**config.mk**
```make
export PLATFORM = sky130hd
export DESIGN_NAME = cpuControl
export DESIGN_NICKNAME = d
export VERILOG_FILES = /design/src/design/cpuCtrlPkg.sv /design/src/design/instDecoder.sv /design/src/design/stageSequencer.sv /design/src/design/ctrlSignalGen.sv /design/src/design/cpuControl.sv
export SDC_FILE = /design/constraint.sdc
export NUM_CORES = 1
export LEC_CHECK = 0
export BUFFER_PORTS_ARGS = -buffer_cell sky130_fd_sc_hd__buf_4
export CAP_MARGIN = 10
export CORE_MARGIN = 2
export CORE_UTILIZATION = 45
export CTS_CLUSTER_SIZE = 25
export DETAILED_ROUTE_END_ITERATION = 8
export PLACE_DENSITY = 0.76
export SLEW_MARGIN = 10
export SYNTH_ARGS = -nofsm -noshare
export SYNTH_HDL_FRONTEND = slang
export SYNTH_SLANG_ARGS = --single-unit
export TNS_END_PERCENT = 5
```
**constraint.sdc**
```tcl
create_clock -name clk -period 3.1 [get_ports clk]
set_clock_uncertainty 0.2 [all_clocks]
set_input_delay 0.775 -clock clk [delete_from_list [all_inputs] [get_ports clk]]
set_output_delay 0.775 -clock clk [all_outputs]
set_load 0.1 [all_outputs]
```
**src/design/cpuCtrlPkg.sv**
```systemverilog
`default_nettype none

package cpuCtrlPkg;

    localparam int OpcodeWidth = 4;
    localparam int FuncWidth = 6;

    localparam logic [OpcodeWidth-1:0] OpBne = 4'd0;
    localparam logic [OpcodeWidth-1:0] OpBeq = 4'd1;
    localparam logic [OpcodeWidth-1:0] OpBgz = 4'd2;
    localparam logic [OpcodeWidth-1:0] OpBlz = 4'd3;
    localparam logic [OpcodeWidth-1:0] OpAdi = 4'd4;
    localparam logic [OpcodeWidth-1:0] OpOri = 4'd5;
    localparam logic [OpcodeWidth-1:0] OpLhi = 4'd6;
    localparam logic [OpcodeWidth-1:0] OpLwd = 4'd7;
    localparam logic [OpcodeWidth-1:0] OpSwd = 4'd8;
    localparam logic [OpcodeWidth-1:0] OpJmp = 4'd9;
    localparam logic [OpcodeWidth-1:0] OpJal = 4'd10;
    localparam logic [OpcodeWidth-1:0] OpAlu = 4'd15; // r-type, func selects

    localparam logic [FuncWidth-1:0] FnAdd = 6'd0;
    localparam logic [FuncWidth-1:0] FnSub = 6'd1;
    localparam logic [FuncWidth-1:0] FnAnd = 6'd2;
    localparam logic [FuncWidth-1:0] FnOrr = 6'd3;
    localparam logic [FuncWidth-1:0] FnNot = 6'd4;
    localparam logic [FuncWidth-1:0] FnTcp = 6'd5;
    localparam logic [FuncWidth-1:0] FnShl = 6'd6;
    localparam logic [FuncWidth-1:0] FnShr = 6'd7;
    localparam logic [FuncWidth-1:0] FnJpr = 6'd25;
    localparam logic [FuncWidth-1:0] FnJrl = 6'd26;
    localparam logic [FuncWidth-1:0] FnWwd = 6'd28; // decoded as no-op
    localparam logic [FuncWidth-1:0] FnHlt = 6'd29;

    typedef enum logic [3:0] {
        AluAdd, AluSub, AluAnd, AluOrr, AluNot, AluTcp, AluShl, AluShr,
        AluLhi, AluBne, AluBeq, AluBgz, AluBlz
    } aluOp_t;

    typedef enum logic [3:0] {
        ClsAlu, ClsAluImm, ClsLoad, ClsStore, ClsBranch, ClsJump, ClsJumpLink,
        ClsJumpReg, ClsJumpRegLink, ClsHalt, ClsNop
    } instClass_t;

    typedef enum logic [2:0] {
        StFetch, StFetchRelease, StDecode, StExecute, StMem, StMemRelease,
        StWriteBack, StHalted
    } stage_t;

    typedef enum logic [1:0] {SrcBReg, SrcBOne, SrcBImm, SrcBZero} srcB_t;

    typedef enum logic [1:0] {ImmNone, ImmSigned8, ImmTarget12} immSel_t;

    typedef enum logic [1:0] {DstRt, DstRd, DstLink} regDst_t;

    typedef enum logic [1:0] {SrcAluOut, SrcMem, SrcPc} regSrc_t;

    typedef enum logic {PcFromAlu, PcFromAluOut} pcSrc_t;

    typedef struct packed {
        instClass_t cls;
        aluOp_t     aluOp;
        srcB_t      srcB;
        logic       srcAReg; // 1 = register a, 0 = pc
        immSel_t    immSel;
        regDst_t    regDst;
    } decodedInst_t;

    typedef struct packed {
        logic       pcWrite;
        logic       pcWriteCond;
        logic       irWrite;
        logic       mdrWrite;
        logic       aluOutWrite;
        logic       regWrite;
        logic       iorD; // 1 = data address from aluOut
        pcSrc_t     pcSrc;
        aluOp_t     aluOp;
        logic       srcAReg;
        srcB_t      srcB;
        immSel_t    immSel;
        regDst_t    regDst;
        regSrc_t    regSrc;
    } ctrlWord_t;

endpackage

`default_nettype wire

```
**src/design/instDecoder.sv**
```systemverilog
`timescale 1ns/1ps
`default_nettype none

module instDecoder (
    input  logic [cpuCtrlPkg::OpcodeWidth-1:0] opcode,
    input  logic [cpuCtrlPkg::FuncWidth-1:0]   func,
    output cpuCtrlPkg::decodedInst_t           dec
);

    always_comb
    begin
        dec.cls = cpuCtrlPkg::ClsNop; // wwd and unknown codes
        dec.aluOp = cpuCtrlPkg::AluAdd;
        dec.srcB = cpuCtrlPkg::SrcBReg;
        dec.srcAReg = 1'b1;
        dec.immSel = cpuCtrlPkg::ImmNone;
        dec.regDst = cpuCtrlPkg::DstRt;

        case (opcode)
            cpuCtrlPkg::OpAlu:
            begin
                dec.regDst = cpuCtrlPkg::DstRd;
                case (func)
                    cpuCtrlPkg::FnAdd: dec.cls = cpuCtrlPkg::ClsAlu;
                    cpuCtrlPkg::FnSub:
                    begin
                        dec.cls = cpuCtrlPkg::ClsAlu;
                        dec.aluOp = cpuCtrlPkg::AluSub;
                    end
                    cpuCtrlPkg::FnAnd:
                    begin
                        dec.cls = cpuCtrlPkg::ClsAlu;
                        dec.aluOp = cpuCtrlPkg::AluAnd;
                    end
                    cpuCtrlPkg::FnOrr:
                    begin
                        dec.cls = cpuCtrlPkg::ClsAlu;
                        dec.aluOp = cpuCtrlPkg::AluOrr;
                    end
                    cpuCtrlPkg::FnNot:
                    begin
                        dec.cls = cpuCtrlPkg::ClsAlu;
                        dec.aluOp = cpuCtrlPkg::AluNot;
                    end
                    cpuCtrlPkg::FnTcp:
                    begin
                        dec.cls = cpuCtrlPkg::ClsAlu;
                        dec.aluOp = cpuCtrlPkg::AluTcp;
                    end
                    cpuCtrlPkg::FnShl:
                    begin
                        dec.cls = cpuCtrlPkg::ClsAlu;
                        dec.aluOp = cpuCtrlPkg::AluShl;
                        dec.srcB = cpuCtrlPkg::SrcBOne; // shift by one
                    end
                    cpuCtrlPkg::FnShr:
                    begin
                        dec.cls = cpuCtrlPkg::ClsAlu;
                        dec.aluOp = cpuCtrlPkg::AluShr;
                        dec.srcB = cpuCtrlPkg::SrcBOne;
                    end
                    cpuCtrlPkg::FnJpr:
                    begin
                        dec.cls = cpuCtrlPkg::ClsJumpReg;
                        dec.srcB = cpuCtrlPkg::SrcBZero; // target = rs + 0
                    end
                    cpuCtrlPkg::FnJrl:
                    begin
                        dec.cls = cpuCtrlPkg::ClsJumpRegLink;
                        dec.srcB = cpuCtrlPkg::SrcBZero;
                        dec.regDst = cpuCtrlPkg::DstLink;
                    end
                    cpuCtrlPkg::FnHlt: dec.cls = cpuCtrlPkg::ClsHalt;
                    default: dec.regDst = cpuCtrlPkg::DstRt;
                endcase
            end
            cpuCtrlPkg::OpAdi, cpuCtrlPkg::OpOri, cpuCtrlPkg::OpLhi:
            begin
                dec.cls = cpuCtrlPkg::ClsAluImm;
                dec.srcB = cpuCtrlPkg::SrcBImm;
                dec.immSel = cpuCtrlPkg::ImmSigned8;
                if (opcode == cpuCtrlPkg::OpOri)
                    dec.aluOp = cpuCtrlPkg::AluOrr;
                else if (opcode == cpuCtrlPkg::OpLhi)
                    dec.aluOp = cpuCtrlPkg::AluLhi;
            end
            cpuCtrlPkg::OpLwd, cpuCtrlPkg::OpSwd:
            begin
                dec.cls = (opcode == cpuCtrlPkg::OpLwd) ? cpuCtrlPkg::ClsLoad
                                                        : cpuCtrlPkg::ClsStore;
                dec.srcB = cpuCtrlPkg::SrcBImm; // base + offset
                dec.immSel = cpuCtrlPkg::ImmSigned8;
            end
            cpuCtrlPkg::OpBne, cpuCtrlPkg::OpBeq:
            begin
                dec.cls = cpuCtrlPkg::ClsBranch;
                dec.aluOp = (opcode == cpuCtrlPkg::OpBne) ? cpuCtrlPkg::AluBne
                                                          : cpuCtrlPkg::AluBeq;
                dec.immSel = cpuCtrlPkg::ImmSigned8;
            end
            cpuCtrlPkg::OpBgz, cpuCtrlPkg::OpBlz:
            begin
                dec.cls = cpuCtrlPkg::ClsBranch;
                dec.aluOp = (opcode == cpuCtrlPkg::OpBgz) ? cpuCtrlPkg::AluBgz
                                                          : cpuCtrlPkg::AluBlz;
                dec.srcB = cpuCtrlPkg::SrcBZero; // compare with zero
                dec.immSel = cpuCtrlPkg::ImmSigned8;
            end
            cpuCtrlPkg::OpJmp, cpuCtrlPkg::OpJal:
            begin
                dec.cls = (opcode == cpuCtrlPkg::OpJmp) ? cpuCtrlPkg::ClsJump
                                                        : cpuCtrlPkg::ClsJumpLink;
                dec.srcAReg = 1'b0; // target built from pc high bits
                dec.srcB = cpuCtrlPkg::SrcBImm;
                dec.immSel = cpuCtrlPkg::ImmTarget12;
                dec.regDst = (opcode == cpuCtrlPkg::OpJal) ? cpuCtrlPkg::DstLink
                                                           : cpuCtrlPkg::DstRt;
            end
            default: dec.cls = cpuCtrlPkg::ClsNop;
        endcase
    end

endmodule

`default_nettype wire

```
**src/design/stageSequencer.sv**
```systemverilog
`timescale 1ns/1ps
`default_nettype none

module stageSequencer (
    input  logic                     clk,
    input  logic                     rst,
    input  cpuCtrlPkg::decodedInst_t dec,
    input  logic                     memAck,
    output cpuCtrlPkg::stage_t       stage,
    output logic                     memReq,
    output logic                     memWe
);

    cpuCtrlPkg::stage_t nextStage;

    always_comb
    begin
        nextStage = stage; // hold by default
        case (stage)
            cpuCtrlPkg::StFetch:
            begin
                if (memAck)
                    nextStage = cpuCtrlPkg::StFetchRelease;
            end
            cpuCtrlPkg::StFetchRelease:
            begin
                if (!memAck)
                    nextStage = cpuCtrlPkg::StDecode;
            end
            cpuCtrlPkg::StDecode:
            begin
                if (dec.cls == cpuCtrlPkg::ClsHalt)
                    nextStage = cpuCtrlPkg::StHalted;
                else
                    nextStage = cpuCtrlPkg::StExecute;
            end
            cpuCtrlPkg::StExecute:
            begin
                case (dec.cls)
                    cpuCtrlPkg::ClsAlu, cpuCtrlPkg::ClsAluImm,
                    cpuCtrlPkg::ClsJumpLink, cpuCtrlPkg::ClsJumpRegLink:
                        nextStage = cpuCtrlPkg::StWriteBack;
                    cpuCtrlPkg::ClsLoad, cpuCtrlPkg::ClsStore:
                        nextStage = cpuCtrlPkg::StMem;
                    default:
                        nextStage = cpuCtrlPkg::StFetch; // branch, jump, no-op
                endcase
            end
            cpuCtrlPkg::StMem:
            begin
                if (memAck)
                    nextStage = cpuCtrlPkg::StMemRelease;
            end
            cpuCtrlPkg::StMemRelease:
            begin
                if (!memAck)
                begin
                    if (dec.cls == cpuCtrlPkg::ClsLoad)
                        nextStage = cpuCtrlPkg::StWriteBack;
                    else
                        nextStage = cpuCtrlPkg::StFetch;
                end
            end
            cpuCtrlPkg::StWriteBack: nextStage = cpuCtrlPkg::StFetch;
            default: nextStage = cpuCtrlPkg::StHalted; // parked until rst
        endcase
    end

    always_ff @(posedge clk)
    begin
        if (rst)
            stage <= cpuCtrlPkg::StFetch;
        else
            stage <= nextStage;
    end

    // request lives exactly in the two access stages
    assign memReq = (stage == cpuCtrlPkg::StFetch) || (stage == cpuCtrlPkg::StMem);
    assign memWe = (stage == cpuCtrlPkg::StMem) && (dec.cls == cpuCtrlPkg::ClsStore);

    reqRiseAckLow: assert property (
        @(posedge clk) disable iff (rst)
        $rose(memReq) |-> !memAck
    ) else $error("memReq rose while memAck high");

    reqHoldUntilAck: assert property (
        @(posedge clk) disable iff (rst)
        memReq && !memAck |=> memReq && $stable(memWe)
    ) else $error("memReq dropped or memWe changed before memAck");

    haltIsFinal: assert property (
        @(posedge clk) disable iff (rst)
        stage == cpuCtrlPkg::StHalted |=> stage == cpuCtrlPkg::StHalted
    ) else $error("halted stage left without reset");

endmodule

`default_nettype wire

```
**src/design/ctrlSignalGen.sv**
```systemverilog
`timescale 1ns/1ps
`default_nettype none

module ctrlSignalGen (
    input  cpuCtrlPkg::stage_t       stage,
    input  cpuCtrlPkg::decodedInst_t dec,
    input  logic                     memAck,
    output cpuCtrlPkg::ctrlWord_t    ctrl
);

    logic isLink;

    assign isLink = (dec.cls == cpuCtrlPkg::ClsJumpLink) ||
                    (dec.cls == cpuCtrlPkg::ClsJumpRegLink);

    always_comb
    begin
        ctrl.pcWrite = 1'b0;
        ctrl.pcWriteCond = 1'b0;
        ctrl.irWrite = 1'b0;
        ctrl.mdrWrite = 1'b0;
        ctrl.aluOutWrite = 1'b0;
        ctrl.regWrite = 1'b0;
        ctrl.iorD = 1'b0;
        ctrl.pcSrc = cpuCtrlPkg::PcFromAlu;
        ctrl.aluOp = cpuCtrlPkg::AluAdd; // pc + 1 unless overridden
        ctrl.srcAReg = 1'b0;
        ctrl.srcB = cpuCtrlPkg::SrcBOne;
        ctrl.immSel = cpuCtrlPkg::ImmNone;
        ctrl.regDst = cpuCtrlPkg::DstRt;
        ctrl.regSrc = cpuCtrlPkg::SrcAluOut;

        case (stage)
            cpuCtrlPkg::StFetch:
            begin
                ctrl.irWrite = memAck; // latch word in ack cycle
            end
            cpuCtrlPkg::StFetchRelease:
            begin
                ctrl.pcWrite = !memAck; // pc + 1 once memory lets go
            end
            cpuCtrlPkg::StDecode:
            begin
                ctrl.srcB = cpuCtrlPkg::SrcBImm; // branch target pc + imm
                ctrl.immSel = cpuCtrlPkg::ImmSigned8;
                ctrl.aluOutWrite = 1'b1;
            end
            cpuCtrlPkg::StExecute:
            begin
                ctrl.aluOp = dec.aluOp;
                ctrl.srcAReg = dec.srcAReg;
                ctrl.srcB = dec.srcB;
                ctrl.immSel = dec.immSel;
                case (dec.cls)
                    cpuCtrlPkg::ClsAlu, cpuCtrlPkg::ClsAluImm,
                    cpuCtrlPkg::ClsLoad, cpuCtrlPkg::ClsStore:
                        ctrl.aluOutWrite = 1'b1;
                    cpuCtrlPkg::ClsBranch:
                    begin
                        ctrl.pcWriteCond = 1'b1; // alu compare gates the write
                        ctrl.pcSrc = cpuCtrlPkg::PcFromAluOut;
                    end
                    cpuCtrlPkg::ClsJump, cpuCtrlPkg::ClsJumpReg:
                        ctrl.pcWrite = 1'b1;
                    default:
                        ctrl.pcSrc = cpuCtrlPkg::PcFromAlu;
                endcase
            end
            cpuCtrlPkg::StMem:
            begin
                ctrl.iorD = 1'b1;
                ctrl.mdrWrite = memAck && (dec.cls == cpuCtrlPkg::ClsLoad);
            end
            cpuCtrlPkg::StMemRelease:
            begin
                ctrl.iorD = 1'b1; // address held through release
            end
            cpuCtrlPkg::StWriteBack:
            begin
                ctrl.regWrite = 1'b1;
                ctrl.regDst = dec.regDst;
                if (dec.cls == cpuCtrlPkg::ClsLoad)
                    ctrl.regSrc = cpuCtrlPkg::SrcMem;
                else if (isLink)
                begin
                    // old pc goes to the link register while pc takes the target
                    ctrl.regSrc = cpuCtrlPkg::SrcPc;
                    ctrl.pcWrite = 1'b1;
                    ctrl.aluOp = dec.aluOp;
                    ctrl.srcAReg = dec.srcAReg;
                    ctrl.srcB = dec.srcB;
                    ctrl.immSel = dec.immSel;
                end
            end
            default:
                ctrl.srcB = cpuCtrlPkg::SrcBOne; // halted, nothing written
        endcase
    end

    always_comb
    begin
        pcWriteExclusive: assert final (!(ctrl.pcWrite && ctrl.pcWriteCond))
            else $error("pcWrite and pcWriteCond both high");
        irWriteInFetch: assert final (!ctrl.irWrite || stage == cpuCtrlPkg::StFetch)
            else $error("irWrite outside fetch");
    end

endmodule

`default_nettype wire

```
**src/design/cpuControl.sv**
```systemverilog
`timescale 1ns/1ps
`default_nettype none

module cpuControl (
    input  logic                               clk,
    input  logic                               rst,
    input  logic [cpuCtrlPkg::OpcodeWidth-1:0] opcode,
    input  logic [cpuCtrlPkg::FuncWidth-1:0]   func,
    input  logic                               memAck,
    output cpuCtrlPkg::ctrlWord_t              ctrl,
    output logic                               memReq,
    output logic                               memWe
);

    cpuCtrlPkg::decodedInst_t dec;
    cpuCtrlPkg::stage_t       stage;

    instDecoder decoder (
        .opcode (opcode),
        .func   (func),
        .dec    (dec)
    );

    stageSequencer sequencer (
        .clk    (clk),
        .rst    (rst),
        .dec    (dec),
        .memAck (memAck),
        .stage  (stage),
        .memReq (memReq),
        .memWe  (memWe)
    );

    ctrlSignalGen signalGen (
        .stage  (stage),
        .dec    (dec),
        .memAck (memAck),
        .ctrl   (ctrl)
    );

endmodule

`default_nettype wire

```
==> impl_results.md, run 1 <==
- Pin count of the biggest net entering global routing: 17
- Number of I/O pins: 36
- Synth area leaders: nor2_1 (11%), a21oi_1 (9.3%), dfxtp_1 (7.0%)
- Share of synthesized registers carrying an async set or reset: 0
- # clock sinks: 3
- Hpwl dp: 2.74 mm
- Cell Area, Synth: 857 um2
- Gpl congestion: 0.927
- Dpl cell area: 0.00151 mm2
- CTS Buffer Depth: 2
- Number of synthesis warnings: 0
- Ys flop type: dfxtp_1
- Root buf cell: clkbuf_4
- Post-synth EDFFs: 0
- Register area share after synthesis: 0.0701
- Worst EP post-GRT repair: ctrl[12]
- Post-synth top area share: 0.109
- Die height: 47.6 um
- WEP type: output port
- Die width: 47.6 um
- FF+latch count, synth: 3
- Cells after Synth: 141
- Net Count, Synth: 154
- Status: aborted with a tool error
- Initial Util: 0.486
- Synth area leader: nor2_1
- Failed at: global routing
- Mean Syn Cell Area: 6.08 um2
- Synth unique cells: 46
- I/O Buffers: 35
- # rows: 15
- CTS HTree Levels: 1
- Number of clock buffers inserted by TritonCTS: 3
- Run Error: [ERROR DPL-0038] Utilization greater than 100%, impossible to legalize
## through the flow
| step | setup TNS [ns] | worst slack [ns] | cells | hold WS [ns] |
|---|---|---|---|---|
| global placement | -4.53 | -0.437 | 228 | 0.540 |
| CTS | -3.48 | -0.329 | 232 | 0.529 |
| floorplan | -13.65 | -1.01 | 141 | 0.448 |
| detailed placement | -4.83 | -0.447 | 228 | 0.568 |
## cells by family after synthesis
family,count (synthesis),share of synthesized area
xor gates and xnor gates,2,0.0204
AOI/OAI and AO/OA,44,0.334
and+or+nand+nor,77,0.502
DFF,3,0.0701
buffers and inverters,15,0.0730
## what timing repair did
item / in CTS
pin swaps: 10
setup buffers: 0
resized for setup: 43
endpoints found under the setup margin: 15
hold buffers: 0
## cell usage after synthesis, types with 2 or more instances
cell	number
nand3_1	4
o21ai_0	8
nor2b_1	5
nand4b_1	3
a21oi_1	16
nand3b_1	4
nor3_1	5
and2_1	2
nand2_1	5
o31ai_1	2
inv_1	5
and4_1	2
clkbuf_1	6
nor2_1	25
buf_2	2
nand2b_1	7
dfxtp_1	3
or3_1	4
a211o_1	2
a31oi_1	3
nor4b_1	2
a311oi_1	2
==> run 2, diff against run 1 <==
--- a/config.mk
+++ b/config.mk
@@ -7,11 +7,10 @@
 export LEC_CHECK = 0
 export BUFFER_PORTS_ARGS = -buffer_cell sky130_fd_sc_hd__buf_4
 export CAP_MARGIN = 10
-export CORE_MARGIN = 2
-export CORE_UTILIZATION = 45
-export CTS_CLUSTER_SIZE = 25
+export CORE_AREA = 2 2 63 65
 export DETAILED_ROUTE_END_ITERATION = 8
-export PLACE_DENSITY = 0.76
+export DIE_AREA = 0 0 65 67
+export PLACE_DENSITY_LB_ADDON = 0.15
 export SLEW_MARGIN = 10
 export SYNTH_ARGS = -nofsm -noshare
 export SYNTH_HDL_FRONTEND = slang
==> impl_results.md, run 2 <==
- Mean Syn Cell Area: 6.08 um2
- Sw Ratio: 0.423
- Internal power: 0.218 mW
- Slew margin rel.: 0.735
- CP Capture Type: output pin
- Total gr overflow: 0
- Initial Util: 0.238
- Number of flip-flops under the largest register name: 3
- Number of clock buffers inserted by TritonCTS: 3
- I/O Buffers: 35
- Logic pwr share: 0.591
- Drt wl/cell: 13.2 um
- Pin count of the biggest net entering global routing: 17
- Layout area overhead: 122%
- Gpl congestion: 0.823
- Post-synth EDFFs: 0
- Synth area leaders: nor2_1 (11%), a21oi_1 (9.3%), dfxtp_1 (7.0%)
- Clock group share of total power: 0.296
- Post-synthesis mux area share: 0
- Share of synthesized registers carrying an async set or reset: 0
- Seq pwr share: 0.112
- Period minus WS final: 3.45 ns
- Commonest non-fill, non-tap cell in the layout: buf_4
- Simple-gate share of the synthesized area: 0.502
- DR DRC count: 0
- WP data required: 2.12 ns
- DRT antenna net count: 0
- FF+latch count, synth: 3
- WS Path Type: in -> out
- Root buf cell: clkbuf_8
- First-pass GRT wire length: 5.74 mm
- Die height: 67 um
- Hpwl dp: 2.70 mm
- Cell Area, Synth: 857 um2
- # clock sinks: 3
- Clock slew at reported path FFs: 0.03 ns
- Maxcap violations: 0
- Complex-gate fraction of the synthesized area: 0.334
- Final Hold Viols: 0
- Worst-Margin Slew: 0.397 ns
- Post-route non-filler standard cell count: 264
- Drt pass-1 iters: 4
- Hold buffers post-CTS: 0
- CTS tree: done
- Core footprint: 0.00361 mm2
- Synth unique cells: 46
- Most frequent cell after synthesis: nor2_1
- Post-Synth Adder-Cell Area: 0
- Crit share post-route: 1.11
- Largest reg by FF count: sequencer.stage
- CTS Buffer Depth: 2
- Pwr/cell area: 198 mW/mm2
- Worst hold stages: 2
- Placed cells: 260
- Register area share after synthesis: 0.0701
- Static leakage: 0.786 nW
- Post-CTS setup repair buffer count: 0
- Die area: 0.00436 mm2
- R2R Setup Slk: 1.38 ns
- Net Count, Synth: 154
- All-Layer GR Usage: 0.165
- Reg2Reg Depth: 6
- Final core occ: 0.528
- Ys flop type: dfxtp_1
- Main combinational cell family by area after synthesis: simple AND/OR/NAND/NOR gates
- Number of synthesis warnings: 0
- VDD IR-drop max: 103 uV
- Status: complete, but fails checks
- Worst-Skew Late Latency: 0.21 ns
- # diodes: 0
- Synth area leader: nor2_1
- # rows: 22
- Synth cell count leaders: nor2_1 (25), a21oi_1 (16), o21ai_0 (8)
- Most frequent cells in the layout: buf_4 (58), nor2_1 (19), a21oi_1 (13), buf_6 (13), buf_12 (10)
- CTS HTree Levels: 1
- Die width: 65 um
- Vias: 1291
- Layout cells sized above 1: 0.519
- Crit path launch type: input pin
- Vias per std cell: 4.89
- Final Power: 0.378 mW
- Nets: 230
- Post-synth top area share: 0.109
- Arrival time worst endpoint: 2.47 ns
- First DRT Iteration DRCs: 58
- Fmax achieved: 290 MHz
- Vias in the first global route: 1257
- RSZ-0062 raised after global routing: yes
- Cells after Synth: 141
- Final setup violation count: 15
- Violated checks: setup timing
- Synth Area in XOR/XNOR: 0.0204
- Worst-path maximum fanout: 4
- Hold Crit Class: in -> reg
- DRT Wirelength: 3.48 mm
- Reported net switching power: 0.160 mW
- Minimum hold slack: 0.548 ns
- Number of I/O pins: 36
- Max Slew Vio Count: 0
- Worst setup margin: -0.349 ns
- Initial antenna violation count: 0
- Biggest regs: sequencer.stage x3
run 2: cell counts after synthesis:
No cell type changed its count.
run 2: cell families (layout without fill, tap and decap cells):
| logic type | count (synthesis) | after routing |
|---|---|---|
| AOI/OAI and AO/OA | 44 | 44 |
| xor gates and xnor gates | 2 | 2 |
| DFF | 3 | 3 |
| buffers and inverters | 15 | 90 |
| and+or+nand+nor | 77 | 77 |
run 2: path summary, 6_finish.rpt:
kind | from | end
worst max-delay path | func[2] | ctrl[8]
worst max register to register | sequencer.stage[2] | sequencer.stage[2]
worst min-delay path | rst | sequencer.stage[0]
worst min register to register | sequencer.stage[1] | sequencer.stage[1]
run 2: power by group through the flow:
stage / clock [mW] / combinational [mW] / sequential [mW]
6_report: 0.112 / 0.223 / 0.0425
5_1_grt: 0.121 / 0.239 / 0.0425
2_1_floorplan: 0 / 0.127 / 0.0439
3_5_place_dp: 0 / 0.207 / 0.0429
3_3_place_gp: 0 / 0.205 / 0.0429
4_1_cts: 0.115 / 0.216 / 0.0425
run 2: repair_timing:
item / 4_1_cts / 5_1_grt
setup endpoints to repair: 15 / 16
resized for setup: 47 / 19
pin swaps: 9 / 7
run 2: critical path, stage by stage:
cell	delay [ns]
buf_6	0.09
or3b_1	0.37
a211o_1	0.31
a211o_1	0.31
o211a_4	0.19
buf_6	0.14
nor2_4	0.10
buf_12	0.18
run 2: metrics by stage:
| step | TNS [ns] | worst slack, ns | area, um2 |
|---|---|---|---|
| 2_1_floorplan | -13.65 | -1.01 | 970 |
| 4_1_cts | -4.26 | -0.364 | 1820 |
| 5_1_grt | -4.62 | -0.392 | 1910 |
| 3_5_place_dp | -5.79 | -0.489 | 1590 |
| 6_report | -3.78 | -0.349 | 1910 |
| 3_3_place_gp | -5.44 | -0.443 | 1590 |
run 2: metal layers:
layer | GRT usage | vias up | part of all wire
li1 | - | 674 | -
met1 | 0.209 | 589 | 0.45
met2 | 0.289 | 26 | 0.51
met3 | 0.0338 | 2 | 0.039
met4 | 0.0319 | 0 | 0.0026
met5 | 0 | - | 0
run 2: cell type report:
| cell class | count | area (um2) |
|---|---|---|
| multi-input cells | 123 | 940 |
| inverters | 5 | 18.8 |
| well taps | 48 | 60.1 |
| clock buffers | 4 | 45.0 |
| repair buffers | 81 | 782 |
| flip-flops and latches | 3 | 60.1 |
| fillers | 354 | 1700 |
No activity file was read; power rests on OpenSTA's default activity.
==> run 3, diff against run 2 <==
--- a/config.mk
+++ b/config.mk
@@ -15,4 +15,3 @@
 export SYNTH_ARGS = -nofsm -noshare
 export SYNTH_HDL_FRONTEND = slang
 export SYNTH_SLANG_ARGS = --single-unit
-export TNS_END_PERCENT = 5
==> constraint.sdc (replaced) <==
create_clock -name clk -period 3 [get_ports clk]
set_clock_uncertainty 0.2 [all_clocks]
set_input_delay 0.75 -clock clk [delete_from_list [all_inputs] [get_ports clk]]
set_output_delay 0.75 -clock clk [all_outputs]
set_load 0.1 [all_outputs]
==> impl_results.md, run 3 (synthesis results as in run 2) <==
- Status: complete, but fails checks
- Violated checks: setup timing
- Crit share post-route: 1.14
- Final Power: 0.434 mW
- Storage element area: 60.1 um2
- Drt wl/cell: 14.4 um
- Hold EP: sequencer.stage[0]
- Vias per std cell: 5.05
- Reg2Reg Depth: 6
- Multi-input logic area: 0.00107 mm2
- Commonest non-fill, non-tap cell in the layout: buf_4
- Number of I/O pins: 36
- Final core occ: 0.613
- Die area: 0.00436 mm2
- Number of flip-flops under the largest register name: 3
- Worst-Margin Slew: 0.381 ns
- Total gr overflow: 0
- # rows: 22
- Worst slack, placed: -0.479 ns
- Most frequent cells in the layout: buf_4 (67), nor2_1 (16), buf_12 (14)
- Post-route non-filler standard cell count: 278
- Maxcap violations: 0
- Hold Crit Start: rst
- Nets: 244
- Reg-to-Reg Start: sequencer.stage[2]
- Fillers: 306
- DRT Wirelength: 4.00 mm
- Pwr/cell area: 196 mW/mm2
- CTS tree: done
- Max Slew Vio Count: 0
- Die width: 65 um
- Root buf cell: clkbuf_8
- # clock sinks: 3
- Biggest regs: sequencer.stage x3
- Worst setup margin: -0.409 ns
- CTS Buffer Depth: 2
- RSZ-0062 raised after global routing: yes
- Core footprint: 0.00361 mm2
- Worst-Skew Late Latency: 0.22 ns
- First DRT Iteration DRCs: 105
- Gpl congestion: 0.814
- Vias in the first global route: 1344
- Slew margin rel.: 0.746
- First-pass GRT wire length: 6.31 mm
- Initial Util: 0.238
- Final setup violation count: 14
- Post-route design area: 0.00221 mm2
- Hold Crit Class: in -> reg
- Hpwl dp: 2.98 mm
- WS Path Type: in -> out
- Setup TNS: -4.35 ns
- Initial antenna violation count: 0
- All-Layer GR Usage: 0.184
- Period minus WS final: 3.41 ns
- Number of clock buffers inserted by TritonCTS: 3
- I/O Buffers: 35
- Minimum hold slack: 0.526 ns
- DR DRC count: 0
- CP Capture Type: output pin
- FF-to-FF End: sequencer.stage[2]
- Static leakage: 0.913 nW
- Largest reg by FF count: sequencer.stage
- VDD IR-drop max: 107 uV
- # diodes: 0
- Drt pass-1 iters: 4
- Arrival time worst endpoint: 2.46 ns
- Hold buffers post-CTS: 0
- Vias: 1403
- Placed cells: 268
- Layout area overhead: 158%
- R2R Setup Slk: 1.20 ns
- CTS HTree Levels: 1
- Layout cells sized above 1: 0.630
- WP data required: 2.05 ns
- Final Hold Viols: 0
- CP Launch Point: func[0]
- Dpl cell area: 0.00181 mm2
- Clock slew at reported path FFs: 0.03 ns
- DRT antenna net count: 0
- Worst-path maximum fanout: 5
- Pin count of the biggest net entering global routing: 17
- Worst hold stages: 2
- Die height: 67 um
- Fmax achieved: 293 MHz
- Crit path launch type: input pin
## run 3: cell types whose count changed in the layout (fill, tap and decap cells not counted), moves of 2 or more
cell	delta
nand2_1	-2
buf_4	+9
buf_12	+4
nor2_1	-3
nand2_2	+2
nor2_4	+2
a21oi_1	-5
nor3_4	+2
a21oi_2	+4
nand2b_4	+2
nand2b_1	-2
## run 3: critical path: stages
cell and delay (ns):
buf_6 0.09, or3b_1 0.36, a211o_1 0.28, a211o_1 0.30, o211a_4 0.20, a211oi_4 0.26
buf_12 0.21
## run 3: timing repair
action / in CTS / in global routing
buffers inserted: 1 / 5
cloned: 0 / 1
endpoints found under the setup margin: 15 / 17
pin swaps: 6 / 10
resized for setup: 53 / 14
## run 3: layout make-up
type                            instances  share of cell area
Sequential cell                         3              0.0272
Clock buffer                            4              0.0204
Timing Repair Buffer                   95               0.432
Inverter                                5              0.0102
Tap cell                               48              0.0272
Multi-Input combinational cell        123               0.483
## run 3: worst max path at each step
stage	endpoint	cells after the start	slack, ns
final	ctrl[12]	7	-0.41
after global routing	ctrl[19]	8	-0.45
after CTS	ctrl[12]	7	-0.40
after detailed placement	ctrl[7]	8	-0.48
after global placement	ctrl[19]	8	-0.47
after floorplan	ctrl[19]	6	-1.01
## run 3: where the power goes
group	leakage (nW)	internal [mW]	switching (mW)
logic	0.865	0.117	0.155
clock network	0.0228	0.0906	0.0269
registers	0.0246	0.0428	0.00118
total	0.913	0.250	0.183
## run 3: metal layers
| layer | GRT usage | share of wire | wire length [um] | up-vias |
|---|---|---|---|---|
| met3 | 0.0287 | 0.022 | 88 | 0 |
| met2 | 0.348 | 0.55 | 2190 | 24 |
| met5 | 0 | 0 | 0 | - |
| li1 | - | - | - | 705 |
| met4 | 0.00266 | 0 | 0 | 0 |
| met1 | 0.230 | 0.43 | 1730 | 674 |
==> run 4, diff against run 3 <==
==> constraint.sdc (replaced) <==
create_clock -name clk -period 2.8 [get_ports clk]
set_clock_uncertainty 0.2 [all_clocks]
set_input_delay 0.7 -clock clk [delete_from_list [all_inputs] [get_ports clk]]
set_output_delay 0.7 -clock clk [all_outputs]
set_load 0.1 [all_outputs]
==> impl_results.md, run 4 (synthesis results as in run 2) <==
- Initial Util: 0.238
- Clock group share of total power: 0.262
- Max incr delay on CP: 0.37 ns
- Slew margin rel.: 0.742
- First-pass GRT wire length: 6.57 mm
- Largest reg by FF count: sequencer.stage
- Setup TNS: -5.85 ns
- Final core occ: 0.643
- Total gr overflow: 0
- Worst-path maximum fanout: 5
- Static leakage: 0.957 nW
- Commonest non-fill, non-tap cell in the layout: buf_4
- Violated checks: setup timing
- Final setup violation count: 15
- CP Capture Type: output pin
- Number of flip-flops under the largest register name: 3
- All-Layer GR Usage: 0.190
- DRT Wirelength: 3.99 mm
- Core footprint: 0.00361 mm2
- Vias: 1439
- Initial antenna violation count: 0
- Post-route non-filler standard cell count: 286
- WP data required: 1.90 ns
- CP dominant cell by count: a211o_1
- Drt pass-1 iters: 4
- Max Slew Vio Count: 0
- Crit share post-route: 1.18
- CTS Buffer Depth: 2
- Crit-path cells: buf_6 > or3b_1 > a211o_1 > a211o_1 > o211a_4 > a211oi_4 > buf_12
- DR DRC count: 0
- Final Hold Viols: 0
- Crit path launch type: input pin
- # diodes: 0
- Worst-Margin Slew: 0.385 ns
- R2R Setup Slk: 0.97 ns
- Arrival time worst endpoint: 2.39 ns
- Die width: 65 um
- Most frequent cells in the layout: buf_4 (73), nor2_1 (16), buf_12 (15)
- Hold Crit Class: in -> reg
- Worst setup margin: -0.494 ns
- Hpwl dp: 2.89 mm
- I/O Buffers: 35
- WS Path Type: in -> out
- Internal power: 0.281 mW
- VDD IR-drop max: 165 uV
- Worst slack, placed: -0.573 ns
- Seq pwr share: 0.098
- Die height: 67 um
- Pwr/cell area: 209 mW/mm2
- Root buf cell: clkbuf_8
- Biggest regs: sequencer.stage x3
- Logic pwr share: 0.640
- Vias in the first global route: 1425
- RSZ-0062 raised after global routing: yes
- Gpl congestion: 0.830
- Hold buffers post-CTS: 0
- # rows: 22
- Die area: 0.00436 mm2
- CTS HTree Levels: 1
- Period minus WS final: 3.29 ns
- Placed cells: 267
- First DRT Iteration DRCs: 75
- Sw Ratio: 0.420
- Critical path's slowest cell: or3b_1
- # clock sinks: 3
- Fmax achieved: 304 MHz
- Reported net switching power: 0.204 mW
- Clock slew at reported path FFs: 0.03 ns
- Maxcap violations: 0
- CTS tree: done
- Vias per std cell: 5.03
- DRT antenna net count: 0
- Nets: 252
- Layout area overhead: 171%
- Number of clock buffers inserted by TritonCTS: 3
- Final Power: 0.484 mW
- Drt wl/cell: 13.9 um
- Status: complete, but fails checks
- Worst-Skew Late Latency: 0.22 ns
- Pin count of the biggest net entering global routing: 17
- Layout cells sized above 1: 0.655
- Number of I/O pins: 36
run 4: changes by cell type in the layout (fill, tap and decap cells not counted), sizes merged:
cell | before | now
buf | 94 | 103
clkbuf | 5 | 4
run 4: critical path, delay by kind of cell:
family                 cells  cell delay [ns]
buffers and inverters      2             0.30
and+or+nand+nor            1             0.37
AOI/OAI and AO/OA          4             1.02
run 4: per-stage QoR:
step	cell area (um2)	hold slack (ns)
2_1_floorplan	1220	0.434
3_3_place_gp	1820	0.576
3_5_place_dp	1820	0.586
4_1_cts	2270	0.469
5_1_grt	2320	0.478
6_report	2320	0.474
run 4: power by group through the flow:
stage                     clock network [mW]  registers, mW  logic (mW)
after detailed placement                   0         0.0479       0.260
final                                  0.127         0.0474       0.310
after global placement                     0         0.0478       0.257
after CTS                              0.130         0.0473       0.303
after global routing                   0.135         0.0479       0.328
after floorplan                            0         0.0490       0.173
run 4: worst paths after layout:
| path | from | endpoint | cells past startpoint |
|---|---|---|---|
| max | func[0] | ctrl[12] | 7 |
| min | rst | sequencer.stage[0] | 2 |
| max reg2reg | sequencer.stage[2] | sequencer.stage[2] | 6 |
| min reg2reg | sequencer.stage[1] | sequencer.stage[1] | 3 |
run 4: timing repair:
| action | CTS | global route |
|---|---|---|
| endpoints found under the hold margin | 0 | 0 |
| resized for setup | 72 | 10 |
| setup endpoints to repair | 17 | 19 |
| pin swaps | 12 | 9 |
| buffers inserted | 13 | 4 |
run 4: layout make-up:
| type | instances | area [um2] |
|---|---|---|
| fill | 294 | 1290 |
| multi-input combinational | 123 | 1110 |
| timing repair buffer | 103 | 1020 |
| sequential | 3 | 61.3 |
| tap | 48 | 60.1 |
| clock buffer | 4 | 45.0 |
| inverter | 5 | 22.5 |
run 4: per-layer routing:
metal,wire (um),track usage,vias up
met3,118,0.0236,6
met5,0,0,-
met1,1720,0.233,686
li1,-,-,713
met4,51,0.0372,0
met2,2100,0.353,34
